File: config.mk
export PLATFORM = sky130hd
export DESIGN_NAME = riscv_wbstage
export DESIGN_NICKNAME = d
export VERILOG_FILES = /design/src/source/riscv_pkg.sv /design/src/source/riscv_wbstage.sv
export SDC_FILE = /design/constraint.sdc
export NUM_CORES = 1
export LEC_CHECK = 0
export CAP_MARGIN = 20
export CORE_MARGIN = 4
export CORE_UTILIZATION = 43
export DETAILED_ROUTE_END_ITERATION = 8
export DONT_BUFFER_PORTS = 1
export SYNTH_ARGS = -nofsm -noshare
export SYNTH_HDL_FRONTEND = slang
export SYNTH_SLANG_ARGS = --single-unit
File: constraint.sdc
create_clock -name i_riscv_wbstage_clk -period 7.7 [get_ports i_riscv_wbstage_clk]
set_input_delay 0.77 -clock i_riscv_wbstage_clk [delete_from_list [all_inputs] [get_ports i_riscv_wbstage_clk]]
set_output_delay 0.77 -clock i_riscv_wbstage_clk [all_outputs]
set_load 0.02 [all_outputs]
File: src/source/riscv_pkg.sv
package riscv_pkg;

  ////////////////////
  // widths and basic types

  localparam int XLEN     = 64;
  localparam int NUM_REGS = 32;
  localparam int REG_AW   = $clog2(NUM_REGS);

  typedef logic [XLEN-1:0]   xlen_t;      // data word or address
  typedef logic [31:0]       inst_t;      // one instruction word
  typedef logic [REG_AW-1:0] reg_addr_t;  // register index
  typedef logic [3:0]        alu_op_t;
  typedef logic [2:0]        bcond_t;
  typedef logic [1:0]        imm_src_t;
  typedef logic [1:0]        res_src_t;

  localparam xlen_t RESET_PC = '0;  // first fetch after reset

  ////////////////////
  // alu operations

  localparam alu_op_t ALU_ADD  = 4'd0;
  localparam alu_op_t ALU_SUB  = 4'd1;
  localparam alu_op_t ALU_AND  = 4'd2;
  localparam alu_op_t ALU_OR   = 4'd3;
  localparam alu_op_t ALU_XOR  = 4'd4;
  localparam alu_op_t ALU_SLT  = 4'd5;
  localparam alu_op_t ALU_SLTU = 4'd6;
  localparam alu_op_t ALU_SLL  = 4'd7;
  localparam alu_op_t ALU_SRL  = 4'd8;
  localparam alu_op_t ALU_SRA  = 4'd9;

  // branch conditions
  localparam bcond_t BR_NONE = 3'd0;  // never taken
  localparam bcond_t BR_EQ   = 3'd1;
  localparam bcond_t BR_NE   = 3'd2;
  localparam bcond_t BR_LT   = 3'd3;
  localparam bcond_t BR_GE   = 3'd4;
  localparam bcond_t BR_LTU  = 3'd5;
  localparam bcond_t BR_GEU  = 3'd6;

  // immediate formats, all sign extended
  localparam imm_src_t IMM_I = 2'd0;
  localparam imm_src_t IMM_B = 2'd1;
  localparam imm_src_t IMM_U = 2'd2;
  localparam imm_src_t IMM_J = 2'd3;

  // write-back sources
  localparam res_src_t RES_ALU = 2'd0;
  localparam res_src_t RES_PC4 = 2'd1;  // link address of jal/jalr
  localparam res_src_t RES_IMM = 2'd2;  // lui

  ////////////////////
  // bundles

  typedef struct packed {
    logic     regw;       // writes rd
    logic     jump;       // jal or jalr
    logic     asel;       // operand a is pc
    logic     bsel;       // operand b is immediate
    imm_src_t immsrc;
    alu_op_t  aluctrl;
    bcond_t   bcond;
    res_src_t resultsrc;
  } riscv_ctrl_t;

  typedef struct packed {
    logic      valid;
    reg_addr_t rd;
    xlen_t     data;
  } riscv_wb_t;

endpackage
File: src/source/riscv_wbstage.sv
module riscv_wbstage (
  input  logic                 i_riscv_wbstage_clk,
  input  logic                 i_rst,
  input  logic                 i_stall,
  input  riscv_pkg::xlen_t     i_alu_result,
  input  riscv_pkg::xlen_t     i_pc4,
  input  riscv_pkg::xlen_t     i_imm,
  input  riscv_pkg::reg_addr_t i_rd,
  input  logic                 i_regw,
  input  riscv_pkg::res_src_t  i_resultsrc,
  input  logic                 i_valid,
  output riscv_pkg::riscv_wb_t o_wb
);

  logic                 wen_q;
  riscv_pkg::xlen_t     alu_q;
  riscv_pkg::xlen_t     pc4_q;
  riscv_pkg::xlen_t     imm_q;
  riscv_pkg::reg_addr_t rd_q;
  riscv_pkg::res_src_t  src_q;

  always_ff @(posedge i_riscv_wbstage_clk) begin
    if (i_rst) begin
      wen_q <= 1'b0;
    end else if (!i_stall) begin
      wen_q <= i_valid && i_regw;  // live instruction that writes rd
    end
  end

  always_ff @(posedge i_riscv_wbstage_clk) begin
    if (!i_stall) begin
      alu_q <= i_alu_result;
      pc4_q <= i_pc4;
      imm_q <= i_imm;
      rd_q  <= i_rd;
      src_q <= i_resultsrc;
    end
  end

  always_comb begin
    o_wb.valid = wen_q && (rd_q != '0) && !i_stall;  // held entry shows once
    o_wb.rd    = rd_q;
    case (src_q)
      riscv_pkg::RES_PC4: o_wb.data = pc4_q;
      riscv_pkg::RES_IMM: o_wb.data = imm_q;
      default:            o_wb.data = alu_q;
    endcase
  end

endmodule

Yosys cells after proc, flatten, opt, wreduce, memory -nomap -nowiden
Cells that the tools add are included.
- input port bits: 204
- output and inout bits: 70
- word-level logic and storage cells: 14
- register bits: 200
- muxes and demuxes: 1
- reduce and logical (&&, ||, !) cells: 5
- eq/ne operators: 2
- operators with widths (operator ; number):
    $pmux W64 S2 ; 1
    $reduce_bool A5 Y1 ; 1
    $logic_and A1 B1 Y1 ; 3
    $eq A2 B1 Y1 const B ; 1
    $eq A2 B2 Y1 const B ; 1
    $logic_not A1 Y1 ; 1

Logic depth before layout (Yosys ltp)
- word-level depth: 3
- depth in mapped cells: 6
- mapped depth without buffers: 4

Least setup slack after synthesis
No wires, ideal clock.
- kind: input-to-output
- from: input port i_stall
- to: output port o_wb[69] in the netlist's numbering
- path buffers: 0
- arrival: 5357 ps
- stages: 2
- data required time: 6930 ps
- setup slack: 1573 ps
- cell sequence: inv_1 o311a_1
- RTL lines (what ; line ; source):
    from (decl) ; riscv_wbstage.sv:4 ; input logic i_stall,
    to (decl) ; riscv_wbstage.sv:12 ; output riscv_pkg::riscv_wb_t o_wb

==> impl_metrics.yaml <==
sta:
  fmax_ghz: 0.261
  tightestPinTransition_ns: 0.984
  setup_viol: 0
  tns_ns: 0
  hold_viol_final: 0
  rsz0062_at_grt: "no"
  drv_slew: 0
  finalCritPeriodShare_pct: 49.8
  fin_skew_ns: 0
  relSlewSlack_pct: 33.7
  min_period_ns: 3.83
worst_setup_path:
  critical_path.max_fanout: 33
  cp.arrival_ns: 3.06
  critPathLaunchType: "register"
  slowest_delay_ns: 0.81
  crit_chain: "inv_1 > ha_2 > buf_4 > a22oi_1 > o21ai_0"
  slowest_stage: "o21ai_0"
  crit_required_ns: 6.93
  crit_type: "register to primary output"
  end_kind: "primary output"
synthesis:
  async_reset_ff_share_pct: 0
  synth_top_area_cell: "edfxtp_1"
  syn_area_um2: 7250
  synth_top_area_share_pct: 82.4
  synth-edff-count: 199
  synth.net_count: 636
  yosysUniqueCellTypes: 14
  yosysMostFrequentCell: "edfxtp_1"
  yosysSeqAreaShare_pct: 82.7
  synth_ff_type: "edfxtp_1"
  syn_avg_cell_area_um2: 16.9
  synthTopCellsByArea: "edfxtp_1 (82%), a22oi_1 (6.6%), o21ai_0 (4.4%), nand2_1 (3.4%), buf_4 (0.83%)"
  ys.warnings.count: 0
  syn_inst: 430
  ys_ff_latch: 200
  synth_common_cells: "edfxtp_1 (199), nand2_1 (65), a22oi_1 (64), o21ai_0 (64)"
clocking:
  cts.sinks: 200
  clkTransAtPathRegs_ns: 0.07
  cts_tree: "built"
  hold_buffers: 0
  clk_path_buf_depth: 2
  post_cts_resized: 0
  cts_made_buffers: 17
  cts_root_buf: "clkbuf_16"
  post_cts_buffers: 0
  cts_max_level: 4
  clk_latency_ns: 0.42
die:
  num_rows: 47
  dieArea_um2: 19000
  start_util_pct: 43.7
  core_area_um2: 16600
  ios: 274
  die_w_um: 138
  die_y_um: 138
global_routing:
  grt_max_degree: 129
  antenna_found_initial: 1
  grt_pass1_wl_um: 20700
  gr-total-overflow: 0
  grt_pass1_vias: 3529
  grtUsageTotal_pct: 15.0
final_layout:
  drive_gt1_share_pct: 8.90
  instances_no_fill: 659
  fin_util_pct: 48.6
  nNetsFinal: 631
  syn2layout_area_growth_pct: 11.2
drt:
  wl_um: 14900
  wire_per_inst_um: 22.6
  drt-pass1-iter-count: 4
  drc: 0
  vias: 3631
  ant_nets: 0
  drt_iter0_drc: 185
  routed_via_density: 5.51
run:
  drv_cap: 0
placed_design:
  hpwlAfterDp_um: 10000
  place_inst: 625
  gp_congestion: 0.747
  portBuffers: 0
pwr:
  power.density_nw_per_um2: 304
  p_leak_nw: 2.64
  ir_drop_v: 0.000173
run_status:
  status: "finished, final reports clean"
hold_path:
  hold_path.class: "input port to register"
==> worst max-delay path, delay by kind of cell, from the launching register on <==
| kind | cells | cell delay (ns) |
|---|---|---|
| AOI/OAI and AO/OA | 2 | 0.92 |
| DFF | 1 | 0.43 |
| buffers and inverters | 2 | 0.60 |
| adders and majority gates | 1 | 0.68 |
==> registers in the layout (all words and copies together), names as in the netlist <==
| name | flops |
|---|---|
| src_q | 2 |
| rd_q | 5 |
| alu_q | 64 |
| imm_q | 64 |
| wen_q | 1 |
| pc4_q | 64 |
==> power breakdown <==
part           leakage, nW  internal (W)  total (W)  switching (W)
Clock                0.291      0.000519   0.000908       0.000388
Sequential            1.96       0.00129    0.00132      0.0000267
Combinational        0.396     0.0000435   0.000224       0.000181
Total                 2.64       0.00186    0.00245       0.000596
==> cells by family (layout without fill, tap and decap cells) <==
logic type	Yosys count	in the layout	synth area share, %
DFF	200	200	82.7
buffers and inverters	31	39	2.19
adders and majority gates	2	2	0.345
and+or+nand+nor	67	67	3.55
other	0	1	0
AOI/OAI and AO/OA	130	130	11.2
==> cell usage in the layout (no fill, tap or decap), drive strengths merged <==
cell,count
edfxtp,199
nand2,65
a22oi,64
o21ai,64
clkbuf,17
inv,7
clkinvlp,4
clkinv,4
buf,4
bufinv,3
ha,2
diode,1
or3,1
o311a,1
nand3b,1
a21oi,1
dfxtp,1
==> worst paths after layout <==
| check | endpoint | slack, ns | cells past startpoint | startpoint |
|---|---|---|---|---|
| worst max-delay path | o_wb[61] | 3.87 | 5 | src_q[1]$_DFFE_PN_ |
| worst min-delay path | wen_q$_SDFFE_PP0N_ | 0.41 | 1 | i_rst |
| worst max register to register | wen_q$_SDFFE_PP0N_ | 7.14 | 2 | wen_q$_SDFFE_PP0N_ |
| worst min register to register | wen_q$_SDFFE_PP0N_ | 0.46 | 2 | wen_q$_SDFFE_PP0N_ |
==> stage by stage <==
stage | setup slack (ns) | area (um^2) | power, W | hold slack [ns]
after global placement | 4.13 | 7420 | 0.00157 | 0.439
after floorplan | 1.57 | 7250 | 0.00153 | 0.426
after global routing | 3.46 | 8060 | 0.00255 | 0.380
after CTS | 3.71 | 8040 | 0.00248 | 0.386
final | 3.87 | 8070 | 0.00245 | 0.414
after detailed placement | 4.19 | 7420 | 0.00157 | 0.449
==> routing by layer <==
layer	global-route usage (%)	routed length (um)	vias to the layer above
met3	8.45	1830	11
li1	-	-	1666
met1	16.2	5090	1769
met4	5.16	145	2
met5	0	13	-
met2	25.0	7800	183
==> layout make-up <==
cell class,count,area (um^2)
repair buffers,4,42.5
clock inverters,15,194
well taps,220,275
flip-flops and latches,200,6000
diodes,1,2.50
clock buffers,17,425
multi-input cells,199,1110
inverters,3,16.3
fillers,1422,8520
No activity file was read; power rests on OpenSTA's default activity.
