`config.mk`:
```
export PLATFORM = sky130hd
export DESIGN_NAME = riscv_fstage
export DESIGN_NICKNAME = d
export VERILOG_FILES = /design/src/source/riscv_pkg.sv /design/src/source/riscv_fstage.sv
export SDC_FILE = /design/constraint.sdc
export NUM_CORES = 1
export LEC_CHECK = 0
export BUFFER_PORTS_ARGS = -buffer_cell sky130_fd_sc_hd__buf_4
export CAP_MARGIN = 20
export CORE_UTILIZATION = 56
export CTS_BUF_LIST = sky130_fd_sc_hd__clkbuf_16
export DETAILED_ROUTE_END_ITERATION = 16
export GPL_ROUTABILITY_DRIVEN = 0
export PLACE_DENSITY = 0.87
export SLEW_MARGIN = 15
export SYNTH_ARGS = -nofsm -noshare
export SYNTH_HDL_FRONTEND = slang
export SYNTH_SLANG_ARGS = --single-unit
```
`constraint.sdc`:
```
create_clock -name i_riscv_fstage_clk -period 5.88 [get_ports i_riscv_fstage_clk]
set_input_delay 0.294 -clock i_riscv_fstage_clk [delete_from_list [all_inputs] [get_ports i_riscv_fstage_clk]]
set_output_delay 0.294 -clock i_riscv_fstage_clk [all_outputs]
set_load 0.005 [all_outputs]
```
`src/source/riscv_pkg.sv`:
```
package riscv_pkg;

  ////////////////////
  // widths and basic types

  localparam int XLEN     = 64;
  localparam int NUM_REGS = 32;
  localparam int REG_AW   = $clog2(NUM_REGS);

  typedef logic [XLEN-1:0]   xlen_t;      // data word or address
  typedef logic [31:0]       inst_t;      // one instruction word
  typedef logic [REG_AW-1:0] reg_addr_t;  // register index
  typedef logic [3:0]        alu_op_t;
  typedef logic [2:0]        bcond_t;
  typedef logic [1:0]        imm_src_t;
  typedef logic [1:0]        res_src_t;

  localparam xlen_t RESET_PC = '0;  // first fetch after reset

  ////////////////////
  // alu operations

  localparam alu_op_t ALU_ADD  = 4'd0;
  localparam alu_op_t ALU_SUB  = 4'd1;
  localparam alu_op_t ALU_AND  = 4'd2;
  localparam alu_op_t ALU_OR   = 4'd3;
  localparam alu_op_t ALU_XOR  = 4'd4;
  localparam alu_op_t ALU_SLT  = 4'd5;
  localparam alu_op_t ALU_SLTU = 4'd6;
  localparam alu_op_t ALU_SLL  = 4'd7;
  localparam alu_op_t ALU_SRL  = 4'd8;
  localparam alu_op_t ALU_SRA  = 4'd9;

  // branch conditions
  localparam bcond_t BR_NONE = 3'd0;  // never taken
  localparam bcond_t BR_EQ   = 3'd1;
  localparam bcond_t BR_NE   = 3'd2;
  localparam bcond_t BR_LT   = 3'd3;
  localparam bcond_t BR_GE   = 3'd4;
  localparam bcond_t BR_LTU  = 3'd5;
  localparam bcond_t BR_GEU  = 3'd6;

  // immediate formats, all sign extended
  localparam imm_src_t IMM_I = 2'd0;
  localparam imm_src_t IMM_B = 2'd1;
  localparam imm_src_t IMM_U = 2'd2;
  localparam imm_src_t IMM_J = 2'd3;

  // write-back sources
  localparam res_src_t RES_ALU = 2'd0;
  localparam res_src_t RES_PC4 = 2'd1;  // link address of jal/jalr
  localparam res_src_t RES_IMM = 2'd2;  // lui

  ////////////////////
  // bundles

  typedef struct packed {
    logic     regw;       // writes rd
    logic     jump;       // jal or jalr
    logic     asel;       // operand a is pc
    logic     bsel;       // operand b is immediate
    imm_src_t immsrc;
    alu_op_t  aluctrl;
    bcond_t   bcond;
    res_src_t resultsrc;
  } riscv_ctrl_t;

  typedef struct packed {
    logic      valid;
    reg_addr_t rd;
    xlen_t     data;
  } riscv_wb_t;

endpackage
```
`src/source/riscv_fstage.sv`:
```
module riscv_fstage (
  input  logic             i_riscv_fstage_clk,
  input  logic             i_rst,
  input  logic             i_stall,
  input  logic             i_redirect,
  input  riscv_pkg::xlen_t i_target,
  output riscv_pkg::xlen_t o_pc
);

  riscv_pkg::xlen_t pc_q;
  riscv_pkg::xlen_t pc_next;

  always_comb begin
    if (i_redirect) begin
      pc_next = {i_target[riscv_pkg::XLEN-1:1], 1'b0};  // jalr clears bit 0
    end else begin
      pc_next = pc_q + riscv_pkg::xlen_t'(4);
    end
  end

  always_ff @(posedge i_riscv_fstage_clk) begin
    if (i_rst) begin
      pc_q <= riscv_pkg::RESET_PC;
    end else if (!i_stall) begin
      pc_q <= pc_next;
    end
  end

  assign o_pc = pc_q;  // straight to instruction memory

endmodule

```
# Yosys cells after proc, flatten, opt, wreduce, memory -nomap -nowiden
# Index checks and enable logic that the tools add are counted.
word_totals:
  regBits: 64
  latch_bits: 0
  mem_bits_rw: 0
  mem_bits_ro: 0
  input_bits: 68
  word_cells: 3
  memories: 0
op_classes:
  add_sub_neg: 1
  mul: 0
  n_div: 0
  order_cmp: 0
  n_eq_ne: 0
  n_shift: 0
  muxes: 1
  n_bitwise: 0
  reduce_logical: 0
op_table:
  columns: ["cell", "n"]
  rows:
  - ["64-bit by 3-bit adder with 64-bit output, second input constant", 1]
  - ["64-bit two-way mux", 1]

# Longest topological paths before layout
depth:
  ltp_word: 2
  mapped_depth: 8
  ltp_nobuf: 7

# Least setup slack after synthesis
# No wires, ideal clock.
synth_path:
  path_type: "register -> register"
  from: "reg pc_q[2] (netlist: o_pc[2])"
  to: "reg pc_q[40] (netlist: o_pc[40])"
  setup_ps: 133
  arrival_time_ps: 1925
  required_ps: 5747
  setup_slack_ps: 3822
  path_stages_with_launch: 9
  n_path_buf: 1
  cell_sequence: "dfxtp_1 -> ha_1 -> nand3_1 -> or2_2 -> clkbuf_1 -> nor4_2 -> nand3_1 -> mux2i_1 -> o22ai_1"
synth_via:
  elab_chain_len: 2
synth_lines:
  columns: ["item", "line", "text"]
  rows:
  - ["start, declared", "riscv_fstage.sv:10", "riscv_pkg::xlen_t pc_q;"]
  - ["start signal, assigned", "riscv_fstage.sv:23", "pc_q <= riscv_pkg::RESET_PC;"]
  - ["start signal, assigned", "riscv_fstage.sv:25", "pc_q <= pc_next;"]
  - ["64-bit by 3-bit adder with 64-bit output", "riscv_fstage.sv:17", "pc_next = pc_q + riscv_pkg::xlen_t'(4);"]
  - ["64-bit two-way mux", "riscv_fstage.sv:14", "if (i_redirect) begin"]
# Every way passes these cells.
# A chain may end at the register's enable or synchronous reset.

# Worst setup path after layout
layout_path:
  from: "reg pc_q[2] (netlist: o_pc[2])"
  to: "reg pc_q[58] (netlist: o_pc[58])"
# The elaborated chain is that of the path after synthesis.

==> results by group <==
Setup path
  – Arr. time, crit path: 2940 ps
  – CP Max Fanout: 11
  – CP Launch Type: flip-flop
  – CP endpoint kind: flip-flop
  – Origin of the worst setup path: o_pc[2]$_SDFFE_PP0N_
  – Critical setup path kind: reg -> reg
  – FF-to-FF Start: o_pc[2]$_SDFFE_PP0N_
  – CP required: 6060 ps

Yosys
  – Synth async-reset ratio: 0%
  – Yosys warns: 0
  – Mapped Avg Cell Area: between 7 and 8 um^2
  – Count of cell types in the netlist: between 50 and 60
  – Yosys top cell by area: dfxtp_1
  – Mapped Nets: 640
  – Share of the synthesized area in the top cell type: a little under a third
  – Post-synthesis sequential area ratio: a little under a third
  – Area contributors post-synth: dfxtp_1 31%, a21oi_1 5.8%, nor2_1 5.7%
  – Synthesized area: around 4100 um^2
  – Gate Count Post-Synth: approximately 570
  – Yosys reg bits: between 60 and 70
  – Post-synth EDFFs: 0
  – Post-synth top flop: dfxtp_1

Pwr
  – Worst vdd ir: around 160 uV
  – Final Total Pwr: 1.14 mW
  – Lkg Pwr: ~2 nW
  – PwrDens: 214 nW/um^2

Place
  – DP HPWL: about 9 mm
  – Port bufs: 129

STA
  – Worst clock skew: roughly 9 ps
  – Worst-Margin Slew: between 800 and 900 ps
  – Final cycle utilization of the critical path: 46.9%
  – Final Hold Violating Endpoints: 0
  – Max transition margin: a little over two fifths
  – TNS Setup: 0 ps
  – RSZ-0062 raised after global routing: false
  – Post-layout min period: 2760 ps
  – Final setup fails: 0
  – Fmax: between 0.3 and 0.4 GHz
  – Fin. max-slew vios: 0

Clock network
  – Post-CTS Hold Fix Bufs: 0
  – Num CTS Buffers: 9
  – Htree depth: 3
  – Post-CTS Resized: 0
  – TritonCTS Sinks: 63
  – Reg clk slew, reported paths: 50 ps
  – CTS max path bufs: 2
  – Root buf cell: clkbuf_16
  – CTS tree: yes
  – Clock Latency Late Sink: 330 ps
  – Post-CTS setup buffers: 0

GRT
  – Gr usage total: a little over a third
  – Number of global-route vias before repair: about 4500
  – First-pass GRT wire length: between 20 and 25 mm
  – Initial antenna violation count: 0
  – Largest net degree at the start of global routing: 90
  – Total grt overflow: 0

Routing
  – Drt drc: 0
  – Vias per cell: ~6.6
  – Routed len/inst: between 15 and 20 um
  – Antenna viol nets, final: 0
  – Iteration-0 DRC Markers: about 640
  – Drt total wl: roughly 14 mm
  – Drt pass-1 iters: 6
  – Via Count: approximately 5000

Floorplan
  – Core area: about 7000 um^2
  – Die Height: approximately 90 um
  – Die ar.: 7700 um^2
  – Std cell rows: 30
  – Starting Density: between 50% and 60%
  – Total I/O pin count: 132
  – Width of the die: ~90 um

Cells and area
  – Area growth syn-to-layout: 29.1%
  – Fin util: 76.6%
  – Diodes inserted: 0
  – Register Area: about 1300 um^2
  – Multi-input logic area: 2650 um^2
  – Share of layout cells above drive strength 1: a little under a quarter
  – Fillers: between 500 and 600
  – Final #Nets: 741
  – Number of flip-flops in the largest register: 63

Job
  – # Max-Cap Violations: 0

Status
  – Status: finished, final reports clean

Min path
  – Worst min path class: in -> reg
  – Hold wc startpoint: i_target[1]
-- critical path, cell delays in order (launching register included) --
cell	delay (ps)
dfxtp_1	410
ha_1	260
nand3_1	180
nor2_1	450
nand3_1	510
nor4_1	460
mux2i_1	240
o22ai_1	100
-- power breakdown --
| part | switching [mW] | total [mW] | internal, mW |
|---|---|---|---|
| Sequential | 0.0419 | 0.495 | 0.454 |
| Clock | 0.179 | 0.451 | 0.273 |
| Combinational | 0.0923 | 0.193 | 0.101 |
-- cells by family after synthesis --
family | count (synthesis) | synth area share [%]
other | 1 | 0.0911
adder cells (fa/ha/maj) | 1 | 0.304
buffers and inverters | 53 | 4.98
AO/OA/AOI/OAI | 181 | 27.6
AND/OR/NAND/NOR | 251 | 31.2
multiplexers | 21 | 5.14
flip-flops | 63 | 30.6
-- cells in the mapped netlist (all sizes together) (17+ instances only) --
| master | number |
|---|---|
| nand2 | 56 |
| o21ai | 37 |
| nor4 | 24 |
| nand3 | 29 |
| a22oi | 26 |
| a21oi | 48 |
| o22ai | 17 |
| nor2 | 62 |
| nor3 | 18 |
| clkbuf | 30 |
| dfxtp | 63 |
| mux2i | 20 |
-- through the flow --
step | std cells | hold WS, ps | instance area, um^2 | setup slack (ps)
2_1_floorplan | 571 | 441 | 4120 | 3820
3_3_place_gp | 756 | 477 | 5060 | 2740
3_5_place_dp | 757 | 510 | 5070 | 2950
4_1_cts | 771 | 220 | 5320 | 3220
5_1_grt | 771 | 230 | 5320 | 2940
6_report | 771 | 212 | 5320 | 3120
-- layout make-up --
cell class	count	area share, %
multi-input combinational	455	49.9
sequential	63	23.7
timing repair buffer	131	18.6
clock buffer	9	4.24
tap	96	2.26
inverter	12	0.847
clock inverter	5	0.377
-- metal layers --
layer / wire length [um] / vias up / global-route usage [%]
li1: - / 2349 / -
met4: 367 / 0 / 14.5
met2: 6260 / 358 / 55.0
met1: 5490 / 2370 / 49.2
met3: 1470 / 48 / 4.81
met5: 0 / - / 0
-- cell usage in the layout, fill, tap and decap left out, types with 18 or more instances in the layout --
cell | synthesis | layout
mux2i_1 | 20 | 20
nor3_1 | 18 | 18
nand2_1 | 56 | 56
nand3_1 | 27 | 27
nor4_1 | 21 | 21
a21oi_1 | 48 | 48
o21ai_0 | 37 | 37
a22oi_1 | 26 | 26
nor2_1 | 62 | 61
buf_4 | 1 | 130
dfxtp_1 | 63 | 63
-- final timing paths --
kind,end,slack [ps],cells after the start
max,o_pc[58]$_SDFFE_PP0N_,3120,7
min,o_pc[1]$_SDFFE_PP0P_,210,3
min reg2reg,o_pc[42]$_SDFFE_PP0N_,510,2
max reg2reg,o_pc[58]$_SDFFE_PP0N_,3120,7
(Power assumes the default switching activity.)
