### src/source/riscv_pkg.sv
package riscv_pkg;

  ////////////////////
  // widths and basic types

  localparam int XLEN     = 64;
  localparam int NUM_REGS = 32;
  localparam int REG_AW   = $clog2(NUM_REGS);

  typedef logic [XLEN-1:0]   xlen_t;      // data word or address
  typedef logic [31:0]       inst_t;      // one instruction word
  typedef logic [REG_AW-1:0] reg_addr_t;  // register index
  typedef logic [3:0]        alu_op_t;
  typedef logic [2:0]        bcond_t;
  typedef logic [1:0]        imm_src_t;
  typedef logic [1:0]        res_src_t;

  localparam xlen_t RESET_PC = '0;  // first fetch after reset

  ////////////////////
  // alu operations

  localparam alu_op_t ALU_ADD  = 4'd0;
  localparam alu_op_t ALU_SUB  = 4'd1;
  localparam alu_op_t ALU_AND  = 4'd2;
  localparam alu_op_t ALU_OR   = 4'd3;
  localparam alu_op_t ALU_XOR  = 4'd4;
  localparam alu_op_t ALU_SLT  = 4'd5;
  localparam alu_op_t ALU_SLTU = 4'd6;
  localparam alu_op_t ALU_SLL  = 4'd7;
  localparam alu_op_t ALU_SRL  = 4'd8;
  localparam alu_op_t ALU_SRA  = 4'd9;

  // branch conditions
  localparam bcond_t BR_NONE = 3'd0;  // never taken
  localparam bcond_t BR_EQ   = 3'd1;
  localparam bcond_t BR_NE   = 3'd2;
  localparam bcond_t BR_LT   = 3'd3;
  localparam bcond_t BR_GE   = 3'd4;
  localparam bcond_t BR_LTU  = 3'd5;
  localparam bcond_t BR_GEU  = 3'd6;

  // immediate formats, all sign extended
  localparam imm_src_t IMM_I = 2'd0;
  localparam imm_src_t IMM_B = 2'd1;
  localparam imm_src_t IMM_U = 2'd2;
  localparam imm_src_t IMM_J = 2'd3;

  // write-back sources
  localparam res_src_t RES_ALU = 2'd0;
  localparam res_src_t RES_PC4 = 2'd1;  // link address of jal/jalr
  localparam res_src_t RES_IMM = 2'd2;  // lui

  ////////////////////
  // bundles

  typedef struct packed {
    logic     regw;       // writes rd
    logic     jump;       // jal or jalr
    logic     asel;       // operand a is pc
    logic     bsel;       // operand b is immediate
    imm_src_t immsrc;
    alu_op_t  aluctrl;
    bcond_t   bcond;
    res_src_t resultsrc;
  } riscv_ctrl_t;

  typedef struct packed {
    logic      valid;
    reg_addr_t rd;
    xlen_t     data;
  } riscv_wb_t;

endpackage
### src/source/riscv_dstage.sv
module riscv_dstage (
  input  logic                   i_riscv_dstage_clk,
  input  logic                   i_rst,
  input  logic                   i_stall,
  input  logic                   i_flush,
  input  riscv_pkg::xlen_t       i_pc,
  input  riscv_pkg::inst_t       i_inst,
  input  riscv_pkg::riscv_ctrl_t i_ctrl,
  input  riscv_pkg::riscv_wb_t   i_wb,
  output riscv_pkg::xlen_t       o_pc,
  output riscv_pkg::xlen_t       o_pc4,
  output riscv_pkg::xlen_t       o_rs1data,
  output riscv_pkg::xlen_t       o_rs2data,
  output riscv_pkg::xlen_t       o_imm,
  output riscv_pkg::reg_addr_t   o_rd,
  output riscv_pkg::riscv_ctrl_t o_ctrl,
  output logic                   o_valid
);

  logic                   valid_q;
  riscv_pkg::riscv_ctrl_t ctrl_q;
  riscv_pkg::xlen_t       pc_q;
  riscv_pkg::inst_t       inst_q;
  riscv_pkg::reg_addr_t   rs1;
  riscv_pkg::reg_addr_t   rs2;

  ////////////////////
  // fetch/decode register

  always_ff @(posedge i_riscv_dstage_clk) begin
    if (i_rst || i_flush) begin
      valid_q <= 1'b0;  // bubble
      ctrl_q  <= '0;
    end else if (!i_stall) begin
      valid_q <= 1'b1;
      ctrl_q  <= i_ctrl;
    end
  end

  always_ff @(posedge i_riscv_dstage_clk) begin
    if (!i_stall) begin
      pc_q   <= i_pc;
      inst_q <= i_inst;
    end
  end

  ////////////////////
  // fields and immediate

  assign rs1  = inst_q[19:15];
  assign rs2  = inst_q[24:20];
  assign o_rd = inst_q[11:7];

  always_comb begin
    case (ctrl_q.immsrc)
      riscv_pkg::IMM_B: o_imm = {{51{inst_q[31]}}, inst_q[31], inst_q[7],
                                 inst_q[30:25], inst_q[11:8], 1'b0};
      riscv_pkg::IMM_U: o_imm = {{32{inst_q[31]}}, inst_q[31:12], 12'b0};
      riscv_pkg::IMM_J: o_imm = {{43{inst_q[31]}}, inst_q[31], inst_q[19:12],
                                 inst_q[20], inst_q[30:21], 1'b0};
      default:          o_imm = {{52{inst_q[31]}}, inst_q[31:20]};  // I-type
    endcase
  end

  riscv_regfile u_riscv_regfile (
    .i_riscv_regfile_clk (i_riscv_dstage_clk),
    .i_rst               (i_rst),
    .i_rs1               (rs1),
    .i_rs2               (rs2),
    .i_wb                (i_wb),
    .o_rs1data           (o_rs1data),
    .o_rs2data           (o_rs2data)
  );

  assign o_pc    = pc_q;
  assign o_pc4   = pc_q + riscv_pkg::xlen_t'(4);
  assign o_ctrl  = ctrl_q;
  assign o_valid = valid_q;

endmodule

### src/source/riscv_regfile.sv
module riscv_regfile (
  input  logic                 i_riscv_regfile_clk,
  input  logic                 i_rst,
  input  riscv_pkg::reg_addr_t i_rs1,
  input  riscv_pkg::reg_addr_t i_rs2,
  input  riscv_pkg::riscv_wb_t i_wb,
  output riscv_pkg::xlen_t     o_rs1data,
  output riscv_pkg::xlen_t     o_rs2data
);

  riscv_pkg::xlen_t regs [1:riscv_pkg::NUM_REGS-1];  // x0 is not stored

  // x0 reads zero, a same-cycle write is passed through
  function automatic riscv_pkg::xlen_t read_port(input riscv_pkg::reg_addr_t addr);
    riscv_pkg::xlen_t value;
    if (addr == '0) begin
      value = '0;
    end else if (i_wb.valid && (i_wb.rd == addr)) begin
      value = i_wb.data;
    end else begin
      value = regs[addr];
    end
    return value;
  endfunction

  always_ff @(posedge i_riscv_regfile_clk) begin
    if (i_rst) begin
      for (int i = 1; i < riscv_pkg::NUM_REGS; i++) begin
        regs[i] <= '0;
      end
    end else if (i_wb.valid) begin
      regs[i_wb.rd] <= i_wb.data;  // writeback never targets x0
    end
  end

  assign o_rs1data = read_port(i_rs1);
  assign o_rs2data = read_port(i_rs2);

endmodule

### config.mk
export PLATFORM = sky130hd
export DESIGN_NAME = riscv_dstage
export DESIGN_NICKNAME = d
export VERILOG_FILES = /design/src/source/riscv_pkg.sv /design/src/source/riscv_dstage.sv /design/src/source/riscv_regfile.sv
export SDC_FILE = /design/constraint.sdc
export NUM_CORES = 2
export LEC_CHECK = 0
export BUFFER_PORTS_ARGS = -buffer_cell sky130_fd_sc_hd__buf_4
export CORE_UTILIZATION = 40
export DETAILED_ROUTE_END_ITERATION = 8
export HOLD_SLACK_MARGIN = 0.15
export MAX_ROUTING_LAYER = met4
export PLACE_DENSITY = 0.56
export REMOVE_ABC_BUFFERS = 1
export SYNTH_ARGS = -nofsm -noshare
export SYNTH_HDL_FRONTEND = slang
export SYNTH_HIERARCHICAL = 1
export SYNTH_SLANG_ARGS = --single-unit
### constraint.sdc
create_clock -name i_riscv_dstage_clk -period 4.3 [get_ports i_riscv_dstage_clk]
set_input_delay 0.645 -clock i_riscv_dstage_clk [delete_from_list [all_inputs] [get_ports i_riscv_dstage_clk]]
set_output_delay 0.645 -clock i_riscv_dstage_clk [all_outputs]
set_load 0.005 [all_outputs]
== Yosys cells after proc, flatten, opt, wreduce, memory -nomap -nowiden ==
Memory sizes are Yosys's and may differ from the RTL's. A register that Yosys moved wholly into a read port is not among the register bits.
Cells that the tools add are included.

* Register bits: 112
* RAM bits: 1,984
* Input port bits: 185
* Output and inout port bits: 341
* Logic and storage cells: 39
* Memories: 1

* $add $sub $neg: 1
* Eq/ne operators: 5
* Mux-type cells: 15
* Reductions and logical operators: 6

{| class="wikitable"
|+ Memories
! memory !! depth !! width !! read ports !! clocked after Yosys merged registers in !! wr ports !! line !! RTL
|-
| u_riscv_regfile.regs || 31 || 64 || 2 || 2 || 31 || riscv_regfile.sv:11 || <nowiki>riscv_pkg::xlen_t regs [1:riscv_pkg::NUM_REGS-1];</nowiki>
|}

{| class="wikitable"
|+ Operators with widths
! cell !! number
|-
| 64-bit 2-to-1 mux || 5
|-
| 31-bit one-hot mux with 3 select lines || 1
|-
| 64-bit by 3-bit adder with 64-bit output, second input constant || 1
|-
| 64-bit OR reduction || 1
|-
| 5-bit 2-to-1 mux || 3
|-
| 5-bit == test || 2
|-
| 5-bit logical NOT || 2
|-
| 1-bit 2-to-1 mux || 6
|-
| 2-bit == test, second input constant || 2
|-
| 2-bit by 1-bit == test with 1-bit output, second input constant || 1
|-
| 1-bit logical AND || 2
|-
| 1-bit logical OR || 1
|}

== Logic depth before layout (Yosys ltp) ==
* Depth in word-level cells: 5
* Mapped depth: 9

== Modules after synthesis ==
Netlist, hierarchy kept.

{| class="wikitable"
|+ By module, submodules not included
! module !! times used !! cells each !! area an instance (um^2)
|-
| riscv_regfile || 1 || 6,998 || 107,823.4
|-
| riscv_dstage || 1 || 436 || 5,121.2
|}

== Least setup slack after synthesis ==
No wires, ideal clock.

* Path kind: in2reg
* Start point: in i_wb[64] (netlist bit)
* End point: mem u_riscv_regfile/regs[0][0] (netlist bit) (enable)
* Setup time: 486 ps
* Arrival: 4,042 ps
* Data required time: 3,814 ps
* Path slack: -229 ps
* Cell stages on the path: 4
* Cells stage by stage: clkbuf_1 -> or3_1 -> clkbuf_1 -> nor2_1

{| class="wikitable"
|+ RTL lines
! what !! line !! RTL
|-
| start, declared || riscv_dstage.sv:9 || <nowiki>input riscv_pkg::riscv_wb_t i_wb,</nowiki>
|-
| end, declared || riscv_regfile.sv:11 ||
|}

== Final worst setup path ==
* Start point: reg inst_q[17]
* End point: out o_rs1data[34]

* Longest elaborated chain between the ends: 4
* Elaborated cells on any way between the ends: 5

{| class="wikitable"
|+ RTL lines
! what !! line !! RTL
|-
| start, declared || riscv_dstage.sv:23 || <nowiki>riscv_pkg::inst_t inst_q;</nowiki>
|-
| start signal, assigned || riscv_dstage.sv:43 || <nowiki>inst_q <= i_inst;</nowiki>
|-
| 5-bit == test || riscv_regfile.sv:18 || <nowiki>end else if (i_wb.valid && (i_wb.rd == addr)) begin</nowiki>
|-
| 1-bit logical AND || riscv_regfile.sv:18 ||
|-
| 64-bit 2-to-1 mux || riscv_regfile.sv:18 ||
|-
| 64-bit 2-to-1 mux (*) || riscv_regfile.sv:16 || <nowiki>if (addr == '0) begin</nowiki>
|-
| end, declared || riscv_dstage.sv:12 || <nowiki>output riscv_pkg::xlen_t o_rs1data,</nowiki>
|}

Mark *: on every way between the ends. The rest lies on a longest branch, timed or not.

==> results.md <==
* Commonest non-fill, non-tap cell in the layout: edfxtp_1
* Failing checks: negative setup slack
* Flops & latches, synth at around 2200
* CTS sink count at 2153
* Setup TNS at -0.01269 ns
* Post-synth cell types at 56
* Routed WL per cell at about 38 µm
* Period utilization at 100.3%
* Endpoints failing setup at 1
* CTS root buffer: clkbuf_16
* CP most frequent cell: buf_4
* Worst stage delay on the critical path at 0.61 ns
* Element type at the critical path start: register
* Via count at ~76000
* Synth area leader: edfxtp_1
* Ys async rst share at 0%
* Min cycle time layout at 4.313 ns
* Synth-to-layout area growth at 17.62%
* Worst-path clk slew at 0.07 ns
* Post-synthesis adder-cell area fraction at 0.01108%
* Compound-Gate Fraction of Synth Area at 4.326%
* Synth warnings at 6
* Clk buf depth at 4
* Worst hold slack at 0.2079 ns
* Pre-CTS WS at 0.4153 ns
* Vias in the first global route at 74319
* Full die area at 0.2845 mm²
* Mapped Cells at approximately 7400
* Slowest CP cell: a21oi_1
* Antenna Nets Post-Route at 0
* Final max-slew violation count at 0
* Number of I/O pins at 526
* Hold Crit Class: in -> reg
* Synth top area share at about 57%
* Worst-Skew Late Latency at 0.90 ns
* Die Y at 533.4 µm
* WP buf/inv at 4
* Maxcap violations at 0
* DR iter-0 viols at 12548
* Critical Path, Cell by Cell: buf_4 > buf_4 > nor2b_4 > buf_12 > a22o_1 > a211oi_1 > a21oi_1 > a22o_1 > buf_4
* Largest net degree at the start of global routing at 83
* Initial core utilization at between 40% and 50%
* Slew headroom at 27.40%
* Nets at 8097
* Port-buffer cells at 518
* Post-Synth Simple-Gate Area at 13.19%
* RSZ-0062 raised after global routing: yes
* Core box area at 0.2801 mm²
* Share of post-route cells with drive strength above 1 at 28.98%
* GRT overflow at 0
* Worst-Margin Slew at 1.087 ns
* Ys flop type: edfxtp_1
* H-tree Lvls at 4
* Most frequent cells in the layout: edfxtp_1 (2137), and2_1 (1991), mux4_2 (987)
* P_leak at 0.04602 µW
* Final Wtd Congestion at 0.8626
* Max Clk Rate at 0.2319 GHz
* Max VDD drop at 0.4230 mV
* Xor and xnor area share after synthesis at 0.5428%
* Initial antenna violation count at 59
* WL final at 448.5 mm
* GRT Resource Usage Total at 31.83%
* Crit path max-delay family: compound AO/OA/AOI/OAI gates
* Total CTS buffers at 239
* Final count of hold timing violations at 0
* Post-route setup slack at -0.01269 ns
* First-pass GRT wire length at 609.4 mm
* Core Util, Final at approximately 47%
* Crit path required time at approximately 3.7 ns
* CP arrival at 3.67 ns
* Fin cells at 11862
* Synthesized area per cell at 15.19 µm²
* TritonCTS clock tree: built
* DIE WIDTH at 533.4 µm
* Layout Skew at 0 ns
* Synth area leaders: edfxtp_1 (57%), mux4_2 (20%), and2_1 (11%)
* DR vias/cell at 6.415
* Placed Instances at 11163
* CP max FO at 27
* HPWL Detailed at 249.7 mm
* Largest family of logic cells by synthesized area: multiplexers
* Layout fillers at 24082
* Pre-antenna DRT Iters at 6
* Mapped Area at roughly 0.11 mm²
* Pwr dens at 401.4 mW/mm²
* CP Capture Type: output pin
* CP Class: reg -> out
* Drt drc at 0
* Register area share after synthesis at about 57%
* Cell Rows at 194
* Outcome: finished with violations
* Post-synth EDFFs at 2137
* Mux contribution to synthesized area at 21.36%
## path summary, 6_finish.rpt
kind / startpoint / to / slack, ns / cells after the start
worst max-delay path: inst_q[17] / o_rs1data[34] / -0.01 / 9
worst min-delay path: i_wb[45] / u_riscv_regfile/regs[0][45] / 0.21 / 1
worst max register to register: o_ctrl[7] / o_ctrl[7] / 3.15 / 3
worst min register to register: o_valid / o_valid / 0.48 / 2
## repair_timing
action | in CTS | in global routing
setup buffers | 32 | 17
gates cloned | 8 | 4
pin swaps | 10 | 2
hold endpoints to repair | 166 | 0
hold buffers | 170 | 0
setup endpoints to repair | 139 | 34
resized for setup | 57 | 27
## registers in the layout, summed over array words and instances (netlist names)
signal,cells
o_valid,1
o_pc,64
u_riscv_regfile/regs,2048
o_ctrl,15
inst_q,25
## stage by stage
step / power (µW) / instance area [µm²]
6_report: 53320 / 132800
5_1_grt: 54620 / 132800
4_1_cts: 53380 / 132300
3_5_place_dp: 33480 / 122500
3_3_place_gp: 33360 / 122500
2_1_floorplan: 31520 / 109100
## synth_stat cells (26+ instances only)
master and n:
a22oi_1 92, a22o_1 76, nor3_1 28, mux2i_1 178, a211oi_1 62, or2_2 33, xor2_1 29, xnor2_1 41
and2_1 1992, a32o_1 51, edfxtp_1 2137, nand2_1 100, o22ai_1 288, clkbuf_1 549, a21oi_1 47, buf_4 106
mux4_2 987, nor2_1 178, buf_2 149, nand3_1 73, buf_1 26
## report_power, final
| part | total, µW | switching (µW) | internal (µW) |
|---|---|---|---|
| Sequential | 24800 | 631 | 24200 |
| Combinational | 8700 | 4760 | 3940 |
| Clock | 19800 | 8880 | 10900 |
## routing by layer
metal	global-route usage (%)	wire [µm]
met1	41.11	165100
met2	49.00	207600
met3	6.111	52860
met4	13.95	22950
met5	-	0
## kinds of logic after synthesis
logic type               Yosys count
AND/OR/NAND/NOR                 2496
buffers and inverters            858
XOR/XNOR                          70
flip-flops                      2153
adder cells (fa/ha/maj)            1
multiplexers                    1175
AO/OA/AOI/OAI                    681
## area by class of cell
type	count	area, µm²	area share, %
diodes	35	87.58	0.06593
clock buffers	308	6261	4.713
flip-flops and latches	2153	64490	48.55
multi-input cells	4425	45200	34.02
well taps	3724	4659	3.508
inverters	12	47.55	0.03579
repair buffers	1080	11080	8.342
clock inverters	125	1013	0.7629
(Power assumes the default switching activity.)
